==> src/hw/cdw_settings.svh <==
// Fixed widths and counts shared by the device-context walker
// Include wherever a width below is needed
`ifndef CDW_SETTINGS_SVH
`define CDW_SETTINGS_SVH

// Physical page number width
`define CDW_PPN_W 44

// Physical address width
`define CDW_PLEN 56

// Device ID width
`define CDW_DID_W 24

// Memory doubleword width
`define CDW_DW_W 64

// Doublewords in a base-format device context
`define CDW_DC_DWS 4

`endif

==> src/hw/cdw_pkg.sv <==
// Types for the device-context walker: bus structs, entry layouts, caps and causes
// Imported by every module that handles bus traffic or directory data
`include "cdw_settings.svh"

package cdw_pkg;

    // Wishbone classic, master to slave
    typedef struct packed {
        logic                      cyc;
        logic                      stb;
        logic                      we;
        logic [`CDW_PLEN-1:0]      adr;
        logic [`CDW_DW_W/8-1:0]    sel;
    } wb_req_t;

    // Wishbone classic, slave to master
    typedef struct packed {
        logic                 ack;
        logic                 err;
        logic [`CDW_DW_W-1:0] dat;
    } wb_rsp_t;

    // ddtp.MODE encoding
    typedef enum logic [3:0] {
        DDT_OFF  = 4'd0,
        DDT_BARE = 4'd1,
        DDT_1LVL = 4'd2,
        DDT_2LVL = 4'd3,
        DDT_3LVL = 4'd4
    } ddt_mode_t;

    // Non-leaf directory entry
    typedef struct packed {
        logic [9:0]            reserved_hi;
        logic [`CDW_PPN_W-1:0] ppn;
        logic [8:0]            reserved_lo;
        logic                  v;
    } nl_entry_t;

    // DC.tc, doubleword 0
    typedef struct packed {
        logic [60:0] reserved;
        logic        t2gpa;
        logic        en_ats;
        logic        v;
    } dc_tc_t;

    // DC.iohgatp, doubleword 1
    typedef struct packed {
        logic [3:0]            mode;
        logic [15:0]           gscid;
        logic [`CDW_PPN_W-1:0] ppn;
    } dc_iohgatp_t;

    // DC.ta, doubleword 2
    typedef struct packed {
        logic [31:0] reserved_hi;
        logic [19:0] pscid;
        logic [11:0] reserved_lo;
    } dc_ta_t;

    // DC.fsc, doubleword 3
    typedef struct packed {
        logic [3:0]            mode;
        logic [15:0]           reserved;
        logic [`CDW_PPN_W-1:0] ppn;
    } dc_fsc_t;

    // Base context, tc in the low doubleword as in memory
    typedef struct packed {
        dc_fsc_t     fsc;
        dc_ta_t      ta;
        dc_iohgatp_t iohgatp;
        dc_tc_t      tc;
    } dc_t;

    // Capability bits that the checks depend on
    typedef struct packed {
        logic t2gpa;
        logic sv39x4;
        logic sv48x4;
        logic sv57x4;
    } caps_t;

    // Fault causes raised by the walk
    typedef enum logic [11:0] {
        DDT_ENTRY_INVALID       = 12'd258,
        DDT_ENTRY_MISCONFIGURED = 12'd259,
        DDT_DATA_CORRUPTION     = 12'd268
    } cause_t;

    // Which doubleword the field checker judges
    typedef enum logic [2:0] {
        CHK_NL      = 3'd0,
        CHK_TC      = 3'd1,
        CHK_IOHGATP = 3'd2,
        CHK_TA      = 3'd3,
        CHK_FSC     = 3'd4
    } chk_kind_t;

endpackage

==> src/hw/cdw_top.sv <==
// Device-context walker top: joins the walk engine, pointer generator and checker
// Drive start_i while busy_o is low; results come with done_o or error_o
`timescale 1ns/1ps
`include "cdw_settings.svh"

module cdw_top import cdw_pkg::*; (
    input  logic                  clk_i,
    input  logic                  rst_ni,
    input  logic                  start_i,
    input  logic [`CDW_DID_W-1:0] did_i,
    input  logic [`CDW_PPN_W-1:0] ddtp_ppn_i,
    input  ddt_mode_t             ddtp_mode_i,
    input  caps_t                 caps_i,
    input  wb_rsp_t               wb_rsp_i,
    output wb_req_t               wb_req_o,
    output logic                  busy_o,
    output logic                  done_o,
    output logic                  error_o,
    output cause_t                cause_o,
    output logic [`CDW_DID_W-1:0] did_o,
    output dc_t                   dc_o
);

    logic [1:0]            level;
    logic                  root;
    logic [`CDW_PPN_W-1:0] ppn;
    logic [`CDW_PLEN-1:0]  pptr;
    chk_kind_t             kind;
    dc_tc_t                tc;
    logic                  invalid;
    logic                  misconf;

    cdw_walker walker_i (
        .clk_i       (clk_i),
        .rst_ni      (rst_ni),
        .start_i     (start_i),
        .did_i       (did_i),
        .ddtp_ppn_i  (ddtp_ppn_i),
        .ddtp_mode_i (ddtp_mode_i),
        .wb_req_o    (wb_req_o),
        .wb_rsp_i    (wb_rsp_i),
        .level_o     (level),
        .root_o      (root),
        .did_o       (did_o),
        .ppn_o       (ppn),
        .pptr_i      (pptr),
        .kind_o      (kind),
        .tc_o        (tc),
        .invalid_i   (invalid),
        .misconf_i   (misconf),
        .busy_o      (busy_o),
        .done_o      (done_o),
        .error_o     (error_o),
        .cause_o     (cause_o),
        .dc_o        (dc_o)
    );

    // Shares the walker's device ID output
    ddt_addr_gen addr_gen_i (
        .level_i (level),
        .root_i  (root),
        .did_i   (did_o),
        .ppn_i   (ppn),
        .pptr_o  (pptr)
    );

    // Judges the read data straight off the bus
    dc_field_check field_check_i (
        .kind_i    (kind),
        .data_i    (wb_rsp_i.dat),
        .tc_i      (tc),
        .caps_i    (caps_i),
        .invalid_o (invalid),
        .misconf_o (misconf)
    );

endmodule

==> src/hw/cdw_walker.sv <==
// Walk engine: DDT levels, base context load and the Wishbone read master
// Addresses and field verdicts come from ddt_addr_gen and dc_field_check
`timescale 1ns/1ps
`include "cdw_settings.svh"

module cdw_walker import cdw_pkg::*; (
    input  logic                  clk_i,
    input  logic                  rst_ni,

    // Request side
    input  logic                  start_i,
    input  logic [`CDW_DID_W-1:0] did_i,
    input  logic [`CDW_PPN_W-1:0] ddtp_ppn_i,
    input  ddt_mode_t             ddtp_mode_i,

    // Bus side
    output wb_req_t               wb_req_o,
    input  wb_rsp_t               wb_rsp_i,

    // To and from the address generator
    output logic [1:0]            level_o,
    output logic                  root_o,
    output logic [`CDW_DID_W-1:0] did_o,
    output logic [`CDW_PPN_W-1:0] ppn_o,
    input  logic [`CDW_PLEN-1:0]  pptr_i,

    // To and from the field checker
    output chk_kind_t             kind_o,
    output dc_tc_t                tc_o,
    input  logic                  invalid_i,
    input  logic                  misconf_i,

    // Result
    output logic                  busy_o,
    output logic                  done_o,
    output logic                  error_o,
    output cause_t                cause_o,
    output dc_t                   dc_o
);

    localparam int DwCntW = $clog2(`CDW_DC_DWS);

    typedef enum logic [2:0] {
        S_IDLE,
        S_REQ,
        S_WAIT,
        S_LEAF,
        S_FINISH,
        S_ERROR
    } state_e;

    state_e              state_q, state_n;
    // Levels left, 1 means the context level
    logic [1:0]          level_q, level_n;
    logic [1:0]          start_lvl;
    logic [DwCntW-1:0]   dw_cnt_q, dw_cnt_n;

    logic [`CDW_PLEN-1:0]  addr_q, addr_n;
    logic [`CDW_DID_W-1:0] did_q;
    dc_t                   dc_q;
    cause_t                cause_q, cause_n;

    nl_entry_t rsp_nl;
    logic      in_leaf;
    logic      last_dw;
    logic      accept;
    logic      cap_en;

    assign rsp_nl  = nl_entry_t'(wb_rsp_i.dat);
    assign in_leaf = (level_q == 2'd1);
    assign last_dw = (dw_cnt_q == DwCntW'(`CDW_DC_DWS - 1));

    // Levels to walk for each mode, zero when no walk is possible
    always_comb begin
        case (ddtp_mode_i)
            DDT_3LVL: start_lvl = 2'd3;
            DDT_2LVL: start_lvl = 2'd2;
            DDT_1LVL: start_lvl = 2'd1;
            default:  start_lvl = 2'd0;
        endcase
    end

    // Address generator inputs
    // In idle the root pointer is prepared from the request inputs
    assign root_o  = (state_q == S_IDLE);
    assign level_o = root_o ? start_lvl : level_q;
    assign did_o   = root_o ? did_i : did_q;
    assign ppn_o   = root_o ? ddtp_ppn_i : rsp_nl.ppn;

    // Checker kind follows the level and then the doubleword index
    always_comb begin
        if (!in_leaf) begin
            kind_o = CHK_NL;
        end else begin
            case (dw_cnt_q)
                DwCntW'(0): kind_o = CHK_TC;
                DwCntW'(1): kind_o = CHK_IOHGATP;
                DwCntW'(2): kind_o = CHK_TA;
                default:    kind_o = CHK_FSC;
            endcase
        end
    end

    assign tc_o = dc_q.tc;

    // Classic read, one doubleword per cycle of stb
    assign wb_req_o.cyc = (state_q == S_REQ);
    assign wb_req_o.stb = (state_q == S_REQ);
    assign wb_req_o.we  = 1'b0;
    assign wb_req_o.adr = addr_q;
    assign wb_req_o.sel = '1;

    assign busy_o  = (state_q != S_IDLE);
    assign done_o  = (state_q == S_FINISH);
    assign error_o = (state_q == S_ERROR);
    assign cause_o = cause_q;
    assign dc_o    = dc_q;

    always_comb begin
        state_n  = state_q;
        level_n  = level_q;
        dw_cnt_n = dw_cnt_q;
        addr_n   = addr_q;
        cause_n  = cause_q;
        accept   = 1'b0;
        cap_en   = 1'b0;

        case (state_q)
            S_IDLE: begin
                if (start_i) begin
                    accept   = 1'b1;
                    level_n  = start_lvl;
                    dw_cnt_n = '0;
                    addr_n   = pptr_i;
                    // Off and bare have no directory to walk
                    if (start_lvl == 2'd0) begin
                        cause_n = DDT_ENTRY_INVALID;
                        state_n = S_ERROR;
                    end else begin
                        state_n = S_REQ;
                    end
                end
            end

            S_REQ: begin
                // Bus error beats any field verdict
                if (wb_rsp_i.err) begin
                    cause_n = DDT_DATA_CORRUPTION;
                    state_n = S_ERROR;
                end else if (wb_rsp_i.ack) begin
                    cap_en = in_leaf;
                    if (invalid_i) begin
                        cause_n = DDT_ENTRY_INVALID;
                        state_n = S_ERROR;
                    end else if (misconf_i) begin
                        cause_n = DDT_ENTRY_MISCONFIGURED;
                        state_n = S_ERROR;
                    end else if (!in_leaf) begin
                        // Next table from the entry PPN
                        level_n = level_q - 2'd1;
                        addr_n  = pptr_i;
                        state_n = S_WAIT;
                    end else if (last_dw) begin
                        state_n = S_FINISH;
                    end else begin
                        dw_cnt_n = dw_cnt_q + 1'b1;
                        addr_n   = addr_q + `CDW_PLEN'(8);
                        state_n  = S_LEAF;
                    end
                end
            end

            // One idle bus cycle between accesses
            S_WAIT, S_LEAF: begin
                state_n = S_REQ;
            end

            // Result pulses last a single cycle
            S_FINISH, S_ERROR: begin
                state_n = S_IDLE;
            end

            default: begin
                state_n = S_IDLE;
            end
        endcase
    end

    always_ff @(posedge clk_i or negedge rst_ni) begin
        if (!rst_ni) begin
            state_q  <= S_IDLE;
            level_q  <= 2'd0;
            dw_cnt_q <= '0;
        end else begin
            state_q  <= state_n;
            level_q  <= level_n;
            dw_cnt_q <= dw_cnt_n;
        end
    end

    // Address, device ID, cause and context
    always_ff @(posedge clk_i) begin
        addr_q  <= addr_n;
        cause_q <= cause_n;
        if (accept) begin
            did_q <= did_i;
        end
        // Context slot picked by the doubleword index
        if (cap_en) begin
            case (dw_cnt_q)
                DwCntW'(0): dc_q.tc      <= dc_tc_t'(wb_rsp_i.dat);
                DwCntW'(1): dc_q.iohgatp <= dc_iohgatp_t'(wb_rsp_i.dat);
                DwCntW'(2): dc_q.ta      <= dc_ta_t'(wb_rsp_i.dat);
                default:    dc_q.fsc     <= dc_fsc_t'(wb_rsp_i.dat);
            endcase
        end
    end

endmodule

==> src/hw/dc_field_check.sv <==
// Validity and configuration checks on one fetched directory doubleword
// Combinational, the kind input selects which rules apply
`timescale 1ns/1ps
`include "cdw_settings.svh"

module dc_field_check import cdw_pkg::*; (
    input  chk_kind_t             kind_i,
    input  logic [`CDW_DW_W-1:0]  data_i,
    input  dc_tc_t                tc_i,
    input  caps_t                 caps_i,
    output logic                  invalid_o,
    output logic                  misconf_o
);

    // Views of the same data word
    nl_entry_t   nl;
    dc_tc_t      tc;
    dc_iohgatp_t gatp;
    dc_ta_t      ta;
    dc_fsc_t     fsc;

    logic gatp_mode_ok;
    logic gatp_cap_ok;
    logic fsc_mode_ok;

    assign nl   = nl_entry_t'(data_i);
    assign tc   = dc_tc_t'(data_i);
    assign gatp = dc_iohgatp_t'(data_i);
    assign ta   = dc_ta_t'(data_i);
    assign fsc  = dc_fsc_t'(data_i);

    // Bare, Sv39x4, Sv48x4, Sv57x4
    assign gatp_mode_ok = gatp.mode inside {4'd0, 4'd8, 4'd9, 4'd10};

    // Each G-stage mode needs its capability
    assign gatp_cap_ok = !((gatp.mode == 4'd8  && !caps_i.sv39x4) ||
                           (gatp.mode == 4'd9  && !caps_i.sv48x4) ||
                           (gatp.mode == 4'd10 && !caps_i.sv57x4));

    // Bare, Sv39, Sv48, Sv57
    assign fsc_mode_ok = fsc.mode inside {4'd0, 4'd8, 4'd9, 4'd10};

    always_comb begin
        invalid_o = 1'b0;
        misconf_o = 1'b0;
        case (kind_i)
            CHK_NL: begin
                invalid_o = !nl.v;
                misconf_o = (|nl.reserved_lo) || (|nl.reserved_hi);
            end
            CHK_TC: begin
                invalid_o = !tc.v;
                // T2GPA needs both ATS and the capability
                misconf_o = (|tc.reserved) ||
                            (tc.t2gpa && !tc.en_ats) ||
                            (tc.t2gpa && !caps_i.t2gpa);
            end
            CHK_IOHGATP: begin
                // T2GPA is judged against the tc captured one read earlier
                // A nonzero mode needs a 16 KiB aligned root
                misconf_o = !gatp_mode_ok || !gatp_cap_ok ||
                            (gatp.mode == 4'd0 && tc_i.t2gpa) ||
                            (gatp.mode != 4'd0 && (|gatp.ppn[1:0]));
            end
            CHK_TA: begin
                misconf_o = (|ta.reserved_lo) || (|ta.reserved_hi);
            end
            CHK_FSC: begin
                misconf_o = (|fsc.reserved) || !fsc_mode_ok;
            end
            default: begin
                misconf_o = 1'b0;
            end
        endcase
    end

endmodule

==> src/hw/ddt_addr_gen.sv <==
// Directory pointer generator, combinational
// Forms the address of the next DDT read from a PPN and the device ID slice
`timescale 1ns/1ps
`include "cdw_settings.svh"

module ddt_addr_gen (
    input  logic [1:0]            level_i,
    input  logic                  root_i,
    input  logic [`CDW_DID_W-1:0] did_i,
    input  logic [`CDW_PPN_W-1:0] ppn_i,
    output logic [`CDW_PLEN-1:0]  pptr_o
);

    // Level whose slice indexes the table being pointed at
    logic [1:0]  slice_lvl;
    // Page offset, 12 bits
    logic [11:0] offset;

    // At the root the start level picks the slice
    // After a non-leaf entry the next lower slice is used
    assign slice_lvl = root_i ? level_i : level_i - 2'd1;

    always_comb begin
        case (slice_lvl)
            // Top slice is only 8 bits, zero-extended to 9
            2'd3:    offset = {1'b0, did_i[23:16], 3'b000};
            2'd2:    offset = {did_i[15:7], 3'b000};
            // Leaf table holds 32-byte contexts
            2'd1:    offset = {did_i[6:0], 5'b00000};
            default: offset = '0;
        endcase
    end

    assign pptr_o = {ppn_i, offset};

endmodule

==> config.mk <==
export PLATFORM = sky130hd
export DESIGN_NAME = cdw_top
export DESIGN_NICKNAME = d
export VERILOG_FILES = /design/src/hw/cdw_pkg.sv /design/src/hw/cdw_top.sv /design/src/hw/cdw_walker.sv /design/src/hw/dc_field_check.sv /design/src/hw/ddt_addr_gen.sv
export VERILOG_INCLUDE_DIRS = /design/src /design/src/hw
export SDC_FILE = /design/constraint.sdc
export NUM_CORES = 1
export LEC_CHECK = 0
export BUFFER_PORTS_ARGS = -buffer_cell sky130_fd_sc_hd__buf_4
export CORE_AREA = 8 8 189 191
export CTS_BUF_LIST = sky130_fd_sc_hd__clkbuf_4
export DETAILED_ROUTE_END_ITERATION = 8
export DIE_AREA = 0 0 197 199
export PLACE_DENSITY = 0.75
export SLEW_MARGIN = 10
export SYNTH_ARGS = -nofsm -noshare
export SYNTH_HDL_FRONTEND = slang
export SYNTH_SLANG_ARGS = --single-unit
==> constraint.sdc <==
create_clock -name clk_i -period 11.75 [get_ports clk_i]
set_input_delay 2.35 -clock clk_i [delete_from_list [all_inputs] [get_ports clk_i]]
set_output_delay 2.35 -clock clk_i [all_outputs]
set_load 0.005 [all_outputs]
# Word level (Yosys, flattened, before mapping)

Cells that the tools add are included.

Bits in writable memories: 0
Logic and storage cells: 164
Output and inout bits: 362
Bits in latches: 0
Input port bits: 145
Flip-flop bits (word level): 355
Memories kept: 0
Bits in read-only memories: 0

Muxes and demuxes: 54
Div/mod/pow operators: 0
Bitwise operators: 1
Add/sub/neg operators: 4
Equal/unequal tests: 34
Shift-type cells: 0
Reduce and logical (&&, ||, !) cells: 52
Magnitude comparators: 0
Multiply operators: 0

Operators by type and width:

| kind                                                            | number |
|---|---|
| 56-bit two-way mux                                              | 7 |
| 56-bit one-hot mux with 2 select lines                          | 1 |
| 12-bit two-way mux                                              | 6 |
| 61-bit OR reduction                                             | 1 |
| 56-bit by 4-bit adder with 56-bit output, second input constant | 1 |
| 44-bit two-way mux                                              | 1 |
| 12-bit one-hot mux with 3 select lines                          | 1 |
| 32-bit OR reduction                                             | 1 |
| 2-bit two-way mux                                               | 15 |
| 3-bit two-way mux                                               | 9 |
| 24-bit two-way mux                                              | 1 |
| 12-bit one-hot mux with 2 select lines                          | 1 |
| 3-bit one-hot mux with 3 select lines                           | 2 |
| 2-bit != test, second input constant                            | 8 |
| 16-bit OR reduction                                             | 1 |
| 7-bit AND reduction                                             | 2 |
| 3-bit by 2-bit == test with 1-bit output, second input constant | 4 |
| 4-bit == test, second input constant                            | 3 |
| 12-bit OR reduction                                             | 1 |
| 1-bit logical OR                                                | 10 |
| 2-bit AND reduction                                             | 5 |
| 10-bit OR reduction                                             | 1 |
| 3-bit == test, second input constant                            | 3 |
| 9-bit OR reduction                                              | 1 |
| 27 further kinds                                                | 59 |

# Logic depth before layout (Yosys ltp)

Gate-level depths: netlist of the first run.

Depth after elaboration: 13
Depth in mapped cells: 10
Mapped depth without buffers: 8

# Modules after synthesis

A second synthesis of the first run with hierarchy kept.

Cell total of the unflattened synthesis: 1,020
Area total of the unflattened synthesis: 15,089.5 um2

Modules (own cells, without submodules):

| module         | sequential area each (um2) | cells an instance | area an instance (um2) | instances |
|---|---|---|---|---|
| cdw_walker     | 10,354.9                   | 874               | 13,978.4               | 1 |
| ddt_addr_gen   | 0.0                        | 101               | 803.3                  | 1 |
| dc_field_check | 0.0                        | 45                | 307.8                  | 1 |

# Worst setup path before layout of the first run

Ideal clock, no wire load.

Kind: input port to flip-flop
Start point: input port wb_rsp_i[55] in the netlist's numbering
End point: register walker_i.addr_q[10] (enable)
Cell stages on the path: 7
Arrival time: 7.565 ns
Data required time: 11.207 ns
Slack: 3.643 ns
Library setup time: 0.543 ns
Path buffers: 1
Cells stage by stage: nor4_4 -> nand4_1 -> o311ai_1 -> nand2_1 -> or3_1 -> buf_2 -> o31ai_1

Word-level cells in the longest chain between the ends: 6
Elaborated cells between the ends (all ways): 12
Those cells by class: eq/ne (1); mux (1); reduce/logical (10)

Ends and longest elaborated chain:

| item                                    | RTL line             | RTL |
|---|---|---|
| start, declared                         | cdw_top.sv:14        | `input wb_rsp_t wb_rsp_i,` |
| 61-bit OR reduction                     | dc_field_check.sv:54 | `misconf_o = (\|tc.reserved) \|\|` |
| 1-bit logical OR                        | dc_field_check.sv:54 |  |
| 1-bit logical OR                        | dc_field_check.sv:55 | `(tc.t2gpa && !tc.en_ats) \|\|` |
| 1-bit one-hot mux with 5 select lines * | dc_field_check.sv:46 | `case (kind_i)` |
| 2-bit != test (no line) *               | n/a                  |  |
| 7-bit AND reduction (no line) *         | n/a                  |  |
| end signal, assigned                    | cdw_walker.sv:203    | `addr_q <= addr_n;` |
| end, declared                           | cdw_walker.sv:58     | `` logic [`CDW_PLEN-1:0] addr_q, addr_n; `` |

Every way passes the cells marked *; elsewhere a longest branch is shown, timed or not.
A chain may end at the register's enable or synchronous reset.

# Final worst setup path of the first run

Start point: input port did_i[17]
End point: output port did_o[17]

Word-level cells in the longest chain between the ends: 1

Ends and longest elaborated chain:

| item               | RTL line         | RTL |
|---|---|---|
| start, declared    | cdw_top.sv:10    | `` input logic [`CDW_DID_W-1:0] did_i, `` |
| 24-bit two-way mux | cdw_walker.sv:87 | `assign did_o = root_o ? did_i : did_q;` |
| end, declared      | cdw_top.sv:20    | `` output logic [`CDW_DID_W-1:0] did_o, `` |

Every way passes these cells.

==> impl_metrics.ini, run 1 <==
[grt]
grt_pass1_wl_um = 64800
grt_overflow_total = 0
grt_pass1_vias = 10559
antenna_found_initial = 4
grt_usage = 0.221
grt_start_max_net_pins = 70

[run_status]
status = finished, final reports clean

[route]
via_per_inst = 5.05
wire_per_inst_um = 22.4
first_iter_violations = 535
drc = 0
num_vias = 10216
wirelength_um = 45300
dr.pass1.iters = 5
antenna_left = 0

[clock_tree]
cts_resized = 0
cts.sinks = 343
cts-buffers-inserted = 88
cts_root_buf = clkbuf_4
cts.path.max_buffers = 3
h-tree-depth = 3
path_clk_slew_ns = 0.06
holdBufCountCts = 0
post_cts_buffers = 0
tritoncts = done
worstSkewPairLatency_ns = 0.77

[die]
die-height_um = 199
start_util = 0.418
rows = 67
fp.coreArea_um2 = 32900
die-area_um2 = 39200
die_x_um = 197
ios = 507

[layout]
finalNonFillerCells = 2023
nets = 1659
syn2layout_area_growth_pct = 37.9
fillCellCount = 2685
drive_above_1_share = 0.410

[min_path]
holdCritStartpoint = walker_i.dw_cnt_q[0]
hp-class = flop to flop
holdPathEnd = walker_i.dw_cnt_q[0]
hold_path_depth = 1

[critical_path]
crit_path_end_kind = output port
rr_worst_depth = 7
criticalPathCategory = primary input to output port
reg2reg_slack_ns = 7.91
cp_data_arrival_time_ns = 2.79
critPathMaxFanout = 2
r2r-end = walker_i.addr_q[30]
reg2reg_from = walker_i.state_q[2]
worstPathRequired_ns = 9.40
cp-start-kind = primary input

[timing]
finalSetupViolCount = 0
clock.fmax_mhz = 195
maxSlewHeadroom = 0.272
rsz0062_at_grt = false
finalClockSkew_ns = 0.0434
worst_slack_ns = 6.61
fin_tns_setup_ns = 0
maxSlewViolCount = 0
fin_crit_sh = 0.437
finalHoldViolCount = 0
period_needed_ns = 5.14
tightest_slew_ns = 1.08

[synth]
synth_top_family_by_area = simple AND/OR/NAND/NOR gates
async_flop_share = 0.0204
ys_seq_area_frac = 0.748
synth_top_area_frac = 0.735
avgSynthCellArea_um2 = 14.2
synth_compound_area_frac = 0.0442
synthMuxAreaShare = 0.0129
synth_flop_cell = edfxtp_1
ys_warn_count = 0
yosysTopAreaCell = edfxtp_1
synth-simple-area-share = 0.131
syn_area_um2 = 13700
synth_xor_area_frac = 0.0306
synth_cells = 965
synth-adder-area-share = 0.00629
synth_edf_count = 336
yosys.cell_types.count = 61
ys_ff_latch = 343
ys_top_cells_by_area = edfxtp_1 (74%), nand2_1 (6.1%), xnor2_1 (2.0%)

[power]
switchingPower_mw = 1.23
p_comb_frac = 0.287
pwr-share-seq = 0.436
p_per_area_nw_per_um2 = 199
intPower_mw = 2.53
total_power_mw = 3.77
p_sw_frac = 0.328
leakage_nw = 7.53
clkPwrFrac = 0.276
vdd_drop_max_v = 0.000137

[placement]
io_buffers = 486
dp_cells = 1866
hpwl_um = 32800
place_congestion = 0.827
pre_cts_slack_ns = 5.97

[run]
max_cap_violations = 0
metal layers:
layer | wire (um) | vias up | GRT usage
li1 | - | 4665 | -
met2 | 22900 | 537 | 0.376
met3 | 4170 | 84 | 0.0682
met1 | 16900 | 4928 | 0.253
met5 | 16 | - | 0
met4 | 1350 | 2 | 0.102
worst max path at each step:
stage / startpoint / endpoint / slack (ns)
2_1_floorplan: wb_rsp_i[55] / walker_i.addr_q[10] / 3.64
3_3_place_gp: wb_rsp_i[17] / walker_i.addr_q[30] / 6.00
3_5_place_dp: wb_rsp_i[17] / walker_i.addr_q[22] / 5.97
4_1_cts: did_i[17] / did_o[17] / 6.61
5_1_grt: did_i[23] / did_o[23] / 6.60
6_report: did_i[17] / did_o[17] / 6.61
worst max-delay path: stages:
cell and delay [ns]:
buf_4 0.11, nand2_1 0.05, nand2_1 0.11, buf_4 0.16
placed cells by master (no fill, tap or decap), drive strengths merged, types with 22 or more instances in the layout:
master | Yosys | final
clkbuf | 21 | 124
clkinv | 0 | 25
nand3 | 22 | 22
buf | 36 | 492
nor3 | 22 | 22
nand2 | 224 | 224
edfxtp | 336 | 336
xnor2 | 32 | 32
o21ai | 40 | 40
nor2 | 31 | 31
logic make-up after synthesis:
family	after synthesis
mux	17
simple gates	380
other cells	2
buf+inv	71
flops	343
xor+xnor	48
fa+ha+maj	7
compound gates	97
synth_stat cells, drive strengths merged (2+ instances only):
library cell / instances
dfrtp: 7
or3: 4
o31ai: 2
o31a: 4
and4: 7
conb: 2
o311ai: 4
xnor2: 32
o41ai: 2
xor2: 16
nor3b: 2
nor3: 22
o22a: 2
o21a: 3
clkbuf: 21
buf: 36
nand4: 15
nand3: 22
a221oi: 5
and2: 7
edfxtp: 336
mux2: 5
nor4: 18
inv: 14
and3: 14
nand3b: 3
o22ai: 2
mux2i: 12
nand2b: 5
a211oi: 4
nor2: 31
ha: 6
a31oi: 9
o21ai: 40
nand2: 224
a21oi: 15
power groups by stage:
stage | Sequential, mW | Combinational (mW) | Clock (mW)
floorplan | 1.66 | 0.578 | 0
global placement | 1.66 | 1.08 | 0
detailed placement | 1.67 | 1.09 | 0
CTS | 1.64 | 1.10 | 1.07
global route | 1.66 | 1.20 | 1.12
finish | 1.64 | 1.08 | 1.04
sequential cells by signal (all words and copies together), names as in the netlist:
register / cells
walker_i.did_q: 24
walker_i.state_q: 3
walker_i.cause_o: 3
walker_i.addr_q: 53
walker_i.level_q: 2
walker_i.dc_o: 256
walker_i.dw_cnt_q: 2
stage by stage:
step | utilization | hold slack, ns | area (um2)
5_1_grt | 0.576 | 0.587 | 18900
2_1_floorplan | - | 0.502 | 13800
3_5_place_dp | 0.541 | 0.544 | 17800
4_1_cts | 0.576 | 0.550 | 18900
6_report | 0.576 | 0.547 | 18900
3_3_place_gp | 0.541 | 0.548 | 17800
final cells by class:
type	instances	area [um2]	share of cell area
sequential	343	10300	0.543
timing repair buffer	492	3690	0.195
multi-input combinational	569	3200	0.169
clock buffer	124	931	0.0492
tap	448	561	0.0296
clock inverter	30	206	0.0109
inverter	14	52.6	0.00278
antenna	3	7.51	0.000397
No activity file was read; power rests on OpenSTA's default activity.
==> run 2: changes to the inputs <==
--- a/config.mk
+++ b/config.mk
@@ -11,7 +11,7 @@
 export CTS_BUF_LIST = sky130_fd_sc_hd__clkbuf_4
 export DETAILED_ROUTE_END_ITERATION = 8
 export DIE_AREA = 0 0 197 199
-export PLACE_DENSITY = 0.75
+export PLACE_DENSITY = 0.78
 export SLEW_MARGIN = 10
 export SYNTH_ARGS = -nofsm -noshare
 export SYNTH_HDL_FRONTEND = slang
==> constraint.sdc (replaced) <==
create_clock -name clk_i -period 4.72 [get_ports clk_i]
set_input_delay 0.944 -clock clk_i [delete_from_list [all_inputs] [get_ports clk_i]]
set_output_delay 0.944 -clock clk_i [all_outputs]
set_load 0.005 [all_outputs]
==> run 2 against run 1 <==
- first-iteration DRC count rose by 28%
- hold slack got worse by 0.16 ns
- design area rose by 0.71%
- register-to-register slack got worse by 6.5 ns
- sequential power rose by 150%
- die area did not move
- power rose by 150%
- clock-buffer cell count fell by 4
==> impl_metrics.ini, run 2 (synthesis results as in run 1) <==
[min_path]
hp-class = primary input to flop

[route]
wl_met2_um = 23300
met1_length_um = 16600
wl_met3_um = 4210
highest_layer = met5
wire_per_inst_um = 22.3
wirelength_um = 45300
drc = 0
via_per_inst = 5.06
num_vias = 10301
antenna_left = 0
dr.pass1.iters = 5
first_iter_violations = 684

[critical_path]
critPathMaxFanout = 42
crit_path_end_kind = output port
crit_chain = nor3_4 -> buf_4 -> inv_2 -> nand2_1 -> nand2_1 -> buf_4
cp_num_buf_inv = 3
crit_path_top_delay_cell = dfrtp_1
criticalPathCategory = flop to output port
cp_data_arrival_time_ns = 2.86
worstPathRequired_ns = 3.78
cp-start-kind = flop
cp_top_family = buffers and inverters
slowest_delay_ns = 0.48

[layout]
syn2layout_area_growth_pct = 38.8
final_cell_mix = buf_4 (494), edfxtp_1 (336), nand2_1 (223), clkbuf_4 (120), o21ai_0 (38)
fillCellCount = 2590
drive_above_1_share = 0.412
design_area_um2 = 19100
layout_commonest_cell = buf_4
largest_reg_flops = 256
finalCoreUtilization = 0.580
nets = 1666

[clock_tree]
post_cts_buffers = 0
holdBufCountCts = 1
cts-buffers-inserted = 87
cts.path.max_buffers = 3
h-tree-depth = 3
path_clk_slew_ns = 0.06
cts.sinks = 343
cts_resized = 0
tritoncts = done
cts_root_buf = clkbuf_4
worstSkewPairLatency_ns = 0.75

[timing]
period_needed_ns = 3.81
maxSlewViolCount = 0
fin_crit_sh = 0.807
tightest_slew_ns = 0.901
rsz0062_at_grt = false
finalSetupViolCount = 0
finalClockSkew_ns = 0.0556
clock.fmax_mhz = 263
fin_tns_setup_ns = 0
finalHoldViolCount = 0
maxSlewHeadroom = 0.398

[placement]
hpwl_um = 33500
io_buffers = 486
place_congestion = 0.824
placed_cell_area_um2 = 17900

[die]
die-height_um = 199
ios = 507
fp.coreArea_um2 = 32900
start_util = 0.418
die_x_um = 197
rows = 67
die-area_um2 = 39200

[grt]
antenna_found_initial = 4
grt_usage = 0.222
grt_start_max_net_pins = 69
grt_overflow_total = 0
grt_pass1_wl_um = 65600
grt_pass1_vias = 10515

[power]
leakage_nw = 7.59
vdd_drop_max_v = 0.000338
p_per_area_nw_per_um2 = 493

[run]
max_cap_violations = 0

[run_status]
status = finished, final reports clean
run 2: cell types whose count changed in the layout (fill, tap and decap cells not counted), sizes merged:
cell / change
clkinv: +9
dlygate4sd3: +1
clkbuf: -4
buf: +7
run 2: cell type report:
class,instances,area [um2],share of cell area
multi-input combinational,569,3200,0.168
timing repair buffer,500,3820,0.200
sequential,343,10300,0.539
clock buffer,120,901,0.0473
inverter,14,52.6,0.00276
clock inverter,39,251,0.0132
antenna,3,7.51,0.000394
tap,448,561,0.0294
run 2: layer usage:
layer | up-vias | GRT usage
met1 | 4967 | 0.252
met2 | 551 | 0.390
li1 | 4684 | -
met3 | 95 | 0.0670
met4 | 4 | 0.0825
met5 | - | 0
run 2: worst reg2reg max path, stage by stage, from the launching register on:
cell and delay (ns):
dfrtp_1 0.42, inv_1 0.09, ha_1 0.43, nor3_1 0.17, nand2_1 0.09, o31ai_1 0.35
a211oi_1 0.18, or3_1 0.54, o31ai_4 0.35, buf_12 0.29
run 2: worst paths after layout:
| check | startpoint | endpoint | slack, ns | cells past startpoint |
|---|---|---|---|---|
| worst min register to register | walker_i.level_q[1] | walker_i.level_q[1] | 0.57 | 1 |
| worst min-delay path | did_i[6] | walker_i.did_q[6] | 0.38 | 1 |
| worst max register to register | walker_i.dw_cnt_q[0] | walker_i.addr_q[16] | 1.40 | 9 |
| min in group asynchronous | rst_ni | walker_i.level_q[1] | 0.57 | 2 |
| worst max-delay path | walker_i.state_q[2] | did_o[4] | 0.91 | 6 |
| max in group asynchronous | rst_ni | walker_i.state_q[2] | 4.00 | 2 |
run 2: per-stage QoR:
step | power [mW] | hold slack [ns] | cells | setup slack, ns
floorplan | 5.56 | 0.502 | 983 | 0.669
global placement | 6.83 | 0.532 | 1873 | 0.650
detailed placement | 6.87 | 0.557 | 1873 | 0.710
CTS | 9.48 | 0.325 | 2033 | 0.832
global route | 9.92 | 0.314 | 2036 | 0.672
finish | 9.39 | 0.384 | 2036 | 0.913
run 2: power by group:
group / total (mW) / switching (mW) / internal [mW] / leakage (nW)
combinational: 2.73 / 1.58 / 1.14 / 3.78
clock: 2.58 / 1.22 / 1.36 / 0.672
sequential: 4.09 / 0.276 / 3.81 / 3.14
==> run 3: changes to the inputs <==
--- a/config.mk
+++ b/config.mk
@@ -6,11 +6,12 @@
 export SDC_FILE = /design/constraint.sdc
 export NUM_CORES = 1
 export LEC_CHECK = 0
+export ABC_AREA = 1
 export BUFFER_PORTS_ARGS = -buffer_cell sky130_fd_sc_hd__buf_4
-export CORE_AREA = 8 8 189 191
+export CORE_MARGIN = 8
+export CORE_UTILIZATION = 45
 export CTS_BUF_LIST = sky130_fd_sc_hd__clkbuf_4
 export DETAILED_ROUTE_END_ITERATION = 8
-export DIE_AREA = 0 0 197 199
 export PLACE_DENSITY = 0.78
 export SLEW_MARGIN = 10
 export SYNTH_ARGS = -nofsm -noshare
==> constraint.sdc (replaced) <==
create_clock -name clk_i -period 3.76 [get_ports clk_i]
set_input_delay 0.752 -clock clk_i [delete_from_list [all_inputs] [get_ports clk_i]]
set_output_delay 0.752 -clock clk_i [all_outputs]
set_load 0.005 [all_outputs]
==> run 3 against run 2 <==
- global-route usage grew 2.8 points
- clock power grew 18%
- final cell count grew 16%
- die area shrank 1.0%
- critical path type unchanged
- highest routed layer unchanged
- non-clock buffer count is the same
- hold slack lost 0.20 ns
- core utilization grew 3.7 points
- power grew 27%
- sequential share of layout area shrank 2.4 points
- largest cell class unchanged
==> impl_metrics.ini, run 3 <==
[run_status]
status = finished, final reports clean

[min_path]
hp-class = primary input to flop

[placement]
io_buffers = 486
dp_cells = 2213
place_congestion = 0.970
placed_cell_area_um2 = 18900
pre_cts_slack_ns = 0.781
hpwl_um = 37900

[power]
p_per_area_nw_per_um2 = 598
p_sw_frac = 0.356
pwr-share-seq = 0.433
intPower_mw = 7.68
p_comb_frac = 0.311
switchingPower_mw = 4.25
vdd_drop_max_v = 0.000390
leakage_nw = 8.42
total_power_mw = 11.9
clkPwrFrac = 0.255

[route]
first_iter_violations = 1016
drc = 0
dr.pass1.iters = 8
wirelength_um = 50000
num_vias = 12064
antenna_left = 0
via_per_inst = 5.12
wire_per_inst_um = 21.2

[die]
die-height_um = 197
fp.coreArea_um2 = 32400
die-area_um2 = 38800
rows = 66
die_x_um = 197
ios = 507
start_util = 0.455

[critical_path]
cp_num_buf_inv = 2
crit_path_top_delay_cell = inv_2
rr_worst_depth = 6
cp-startpoint = walker_i.state_q[1]
cp-endpoint = did_o[3]
cp-start-kind = flop
cp_top_family = simple AND/OR/NAND/NOR gates
cp.depth = 6
reg2reg_from = walker_i.state_q[1]
worstPathRequired_ns = 3.01
cp_common_cell = nand2_1
critPathMaxFanout = 32
reg2reg_slack_ns = 0.82
r2r-end = walker_i.dc_o[225]
crit_chain = nor2_1 -> nand2_4 -> inv_2 -> nand2_1 -> nand2_1 -> buf_4
cp_data_arrival_time_ns = 2.48
criticalPathCategory = flop to output port
crit_path_end_kind = output port
slowest_delay_ns = 0.47

[grt]
grt_overflow_total = 0
grt_start_max_net_pins = 54
grt_pass1_wl_um = 73300
grt_usage = 0.250
grt_pass1_vias = 12147
antenna_found_initial = 2

[timing]
finalHoldViolCount = 0
finalClockSkew_ns = 0.0350
maxSlewViolCount = 0
finalSetupViolCount = 0
rsz0062_at_grt = false
tightest_slew_ns = 1.03
maxSlewHeadroom = 0.313
whs_ns = 0.183
worst_slack_ns = 0.529
fin_tns_setup_ns = 0
period_needed_ns = 3.23
fin_crit_sh = 0.859
clock.fmax_mhz = 309

[layout]
fillCellCount = 2620
finalCoreUtilization = 0.616
nets = 2014
finalNonFillerCells = 2355
syn2layout_area_growth_pct = 35.3
largest_reg_flops = 256
design_area_um2 = 20000
layout_commonest_cell = buf_4
drive_above_1_share = 0.354
final_cell_mix = buf_4 (496), nand2_1 (363), edfxtp_1 (336), nor2_1 (138), clkbuf_4 (117)
multi_input_comb_area_um2 = 3860
regArea_um2 = 10300

[synth]
yosys.cell_types.count = 48
avgSynthCellArea_um2 = 11.3
yosysMostFrequentCell = nand2_1
ys_top_cells_by_area = edfxtp_1 (68%), nand2_1 (9.3%), nor2_1 (3.6%)
syn_area_um2 = 14700
async_flop_share = 0.0204
ys_seq_area_frac = 0.696
synth_edf_count = 336
synth_top_area_frac = 0.684
synth_common_cells = nand2_1 (364), edfxtp_1 (336), nor2_1 (143)
synth_flop_cell = edfxtp_1
synth_cells = 1302
ys_ff_latch = 343
yosysTopAreaCell = edfxtp_1
ys_warn_count = 0

[clock_tree]
worstSkewPairLatency_ns = 0.75
cts_resized = 0
tritoncts = done
cts-buffers-inserted = 89
path_clk_slew_ns = 0.06
h-tree-depth = 3
cts.path.max_buffers = 3
cts_root_buf = clkbuf_4
post_cts_buffers = 0
cts.sinks = 343

[run]
max_cap_violations = 0
## run 3: cell types whose count changed after synthesis, moves of 17 or more
| cell | delta |
|---|---|
| inv_1 | +102 |
| nand2_1 | +140 |
| xnor2_1 | -28 |
| a21oi_1 | +17 |
| nor2_1 | +112 |
| nand3_1 | +46 |
## run 3: how the worst min path moves through the flow
stage | from | end | slack [ns] | depth (start not counted)
after floorplan | rst_ni | walker_i.dw_cnt_q[0] | 0.46 | 0
after global placement | walker_i.level_q[1] | walker_i.level_q[1] | 0.50 | 2
after detailed placement | walker_i.level_q[1] | walker_i.level_q[1] | 0.53 | 2
after CTS | did_i[23] | walker_i.did_q[23] | 0.09 | 1
after global routing | did_i[18] | walker_i.did_q[18] | 0.11 | 1
final | did_i[23] | walker_i.did_q[23] | 0.18 | 1
## run 3: logic make-up (layout without fill, tap and decap cells)
kind of cell,Yosys count,count (layout),synth area share
AND/OR/NAND/NOR,667,667,0.200
flip-flops,343,343,0.696
buffers and inverters,166,757,0.0504
AO/OA/AOI/OAI,107,107,0.0412
XOR/XNOR,8,8,0.00475
adder cells (fa/ha/maj),6,6,0.00509
multiplexers,3,3,0.00204
other,2,22,0.000509
## run 3: final cells by class
| class | instances | area share |
|---|---|---|
| clock inverter | 22 | 0.00778 |
| sequential | 343 | 0.514 |
| antenna | 2 | 0.000251 |
| inverter | 118 | 0.0222 |
| multi-input combinational | 811 | 0.193 |
| clock buffer | 117 | 0.0440 |
| tap | 442 | 0.0277 |
| timing repair buffer | 500 | 0.190 |
## run 3: routing by layer
layer | GRT usage | vias to the layer above | share of wire
met3 | 0.0792 | 99 | 0.10
met1 | 0.290 | 5693 | 0.37
met4 | 0.109 | 2 | 0.035
met5 | 0 | - | 0.00026
li1 | - | 5602 | -
met2 | 0.422 | 668 | 0.49
## run 3: power by group through the flow
stage / logic (mW) / registers (mW) / clock network (mW)
global route: 4.12 / 5.22 / 3.33
finish: 3.71 / 5.17 / 3.04
CTS: 3.73 / 5.16 / 3.13
floorplan: 2.02 / 5.16 / 0
detailed placement: 3.70 / 5.23 / 0
global placement: 3.66 / 5.22 / 0
## run 3: timing repair
action	4_1_cts	5_1_grt
endpoints found under the setup margin	0	0
hold buffers	1	0
hold endpoints to repair	7	0
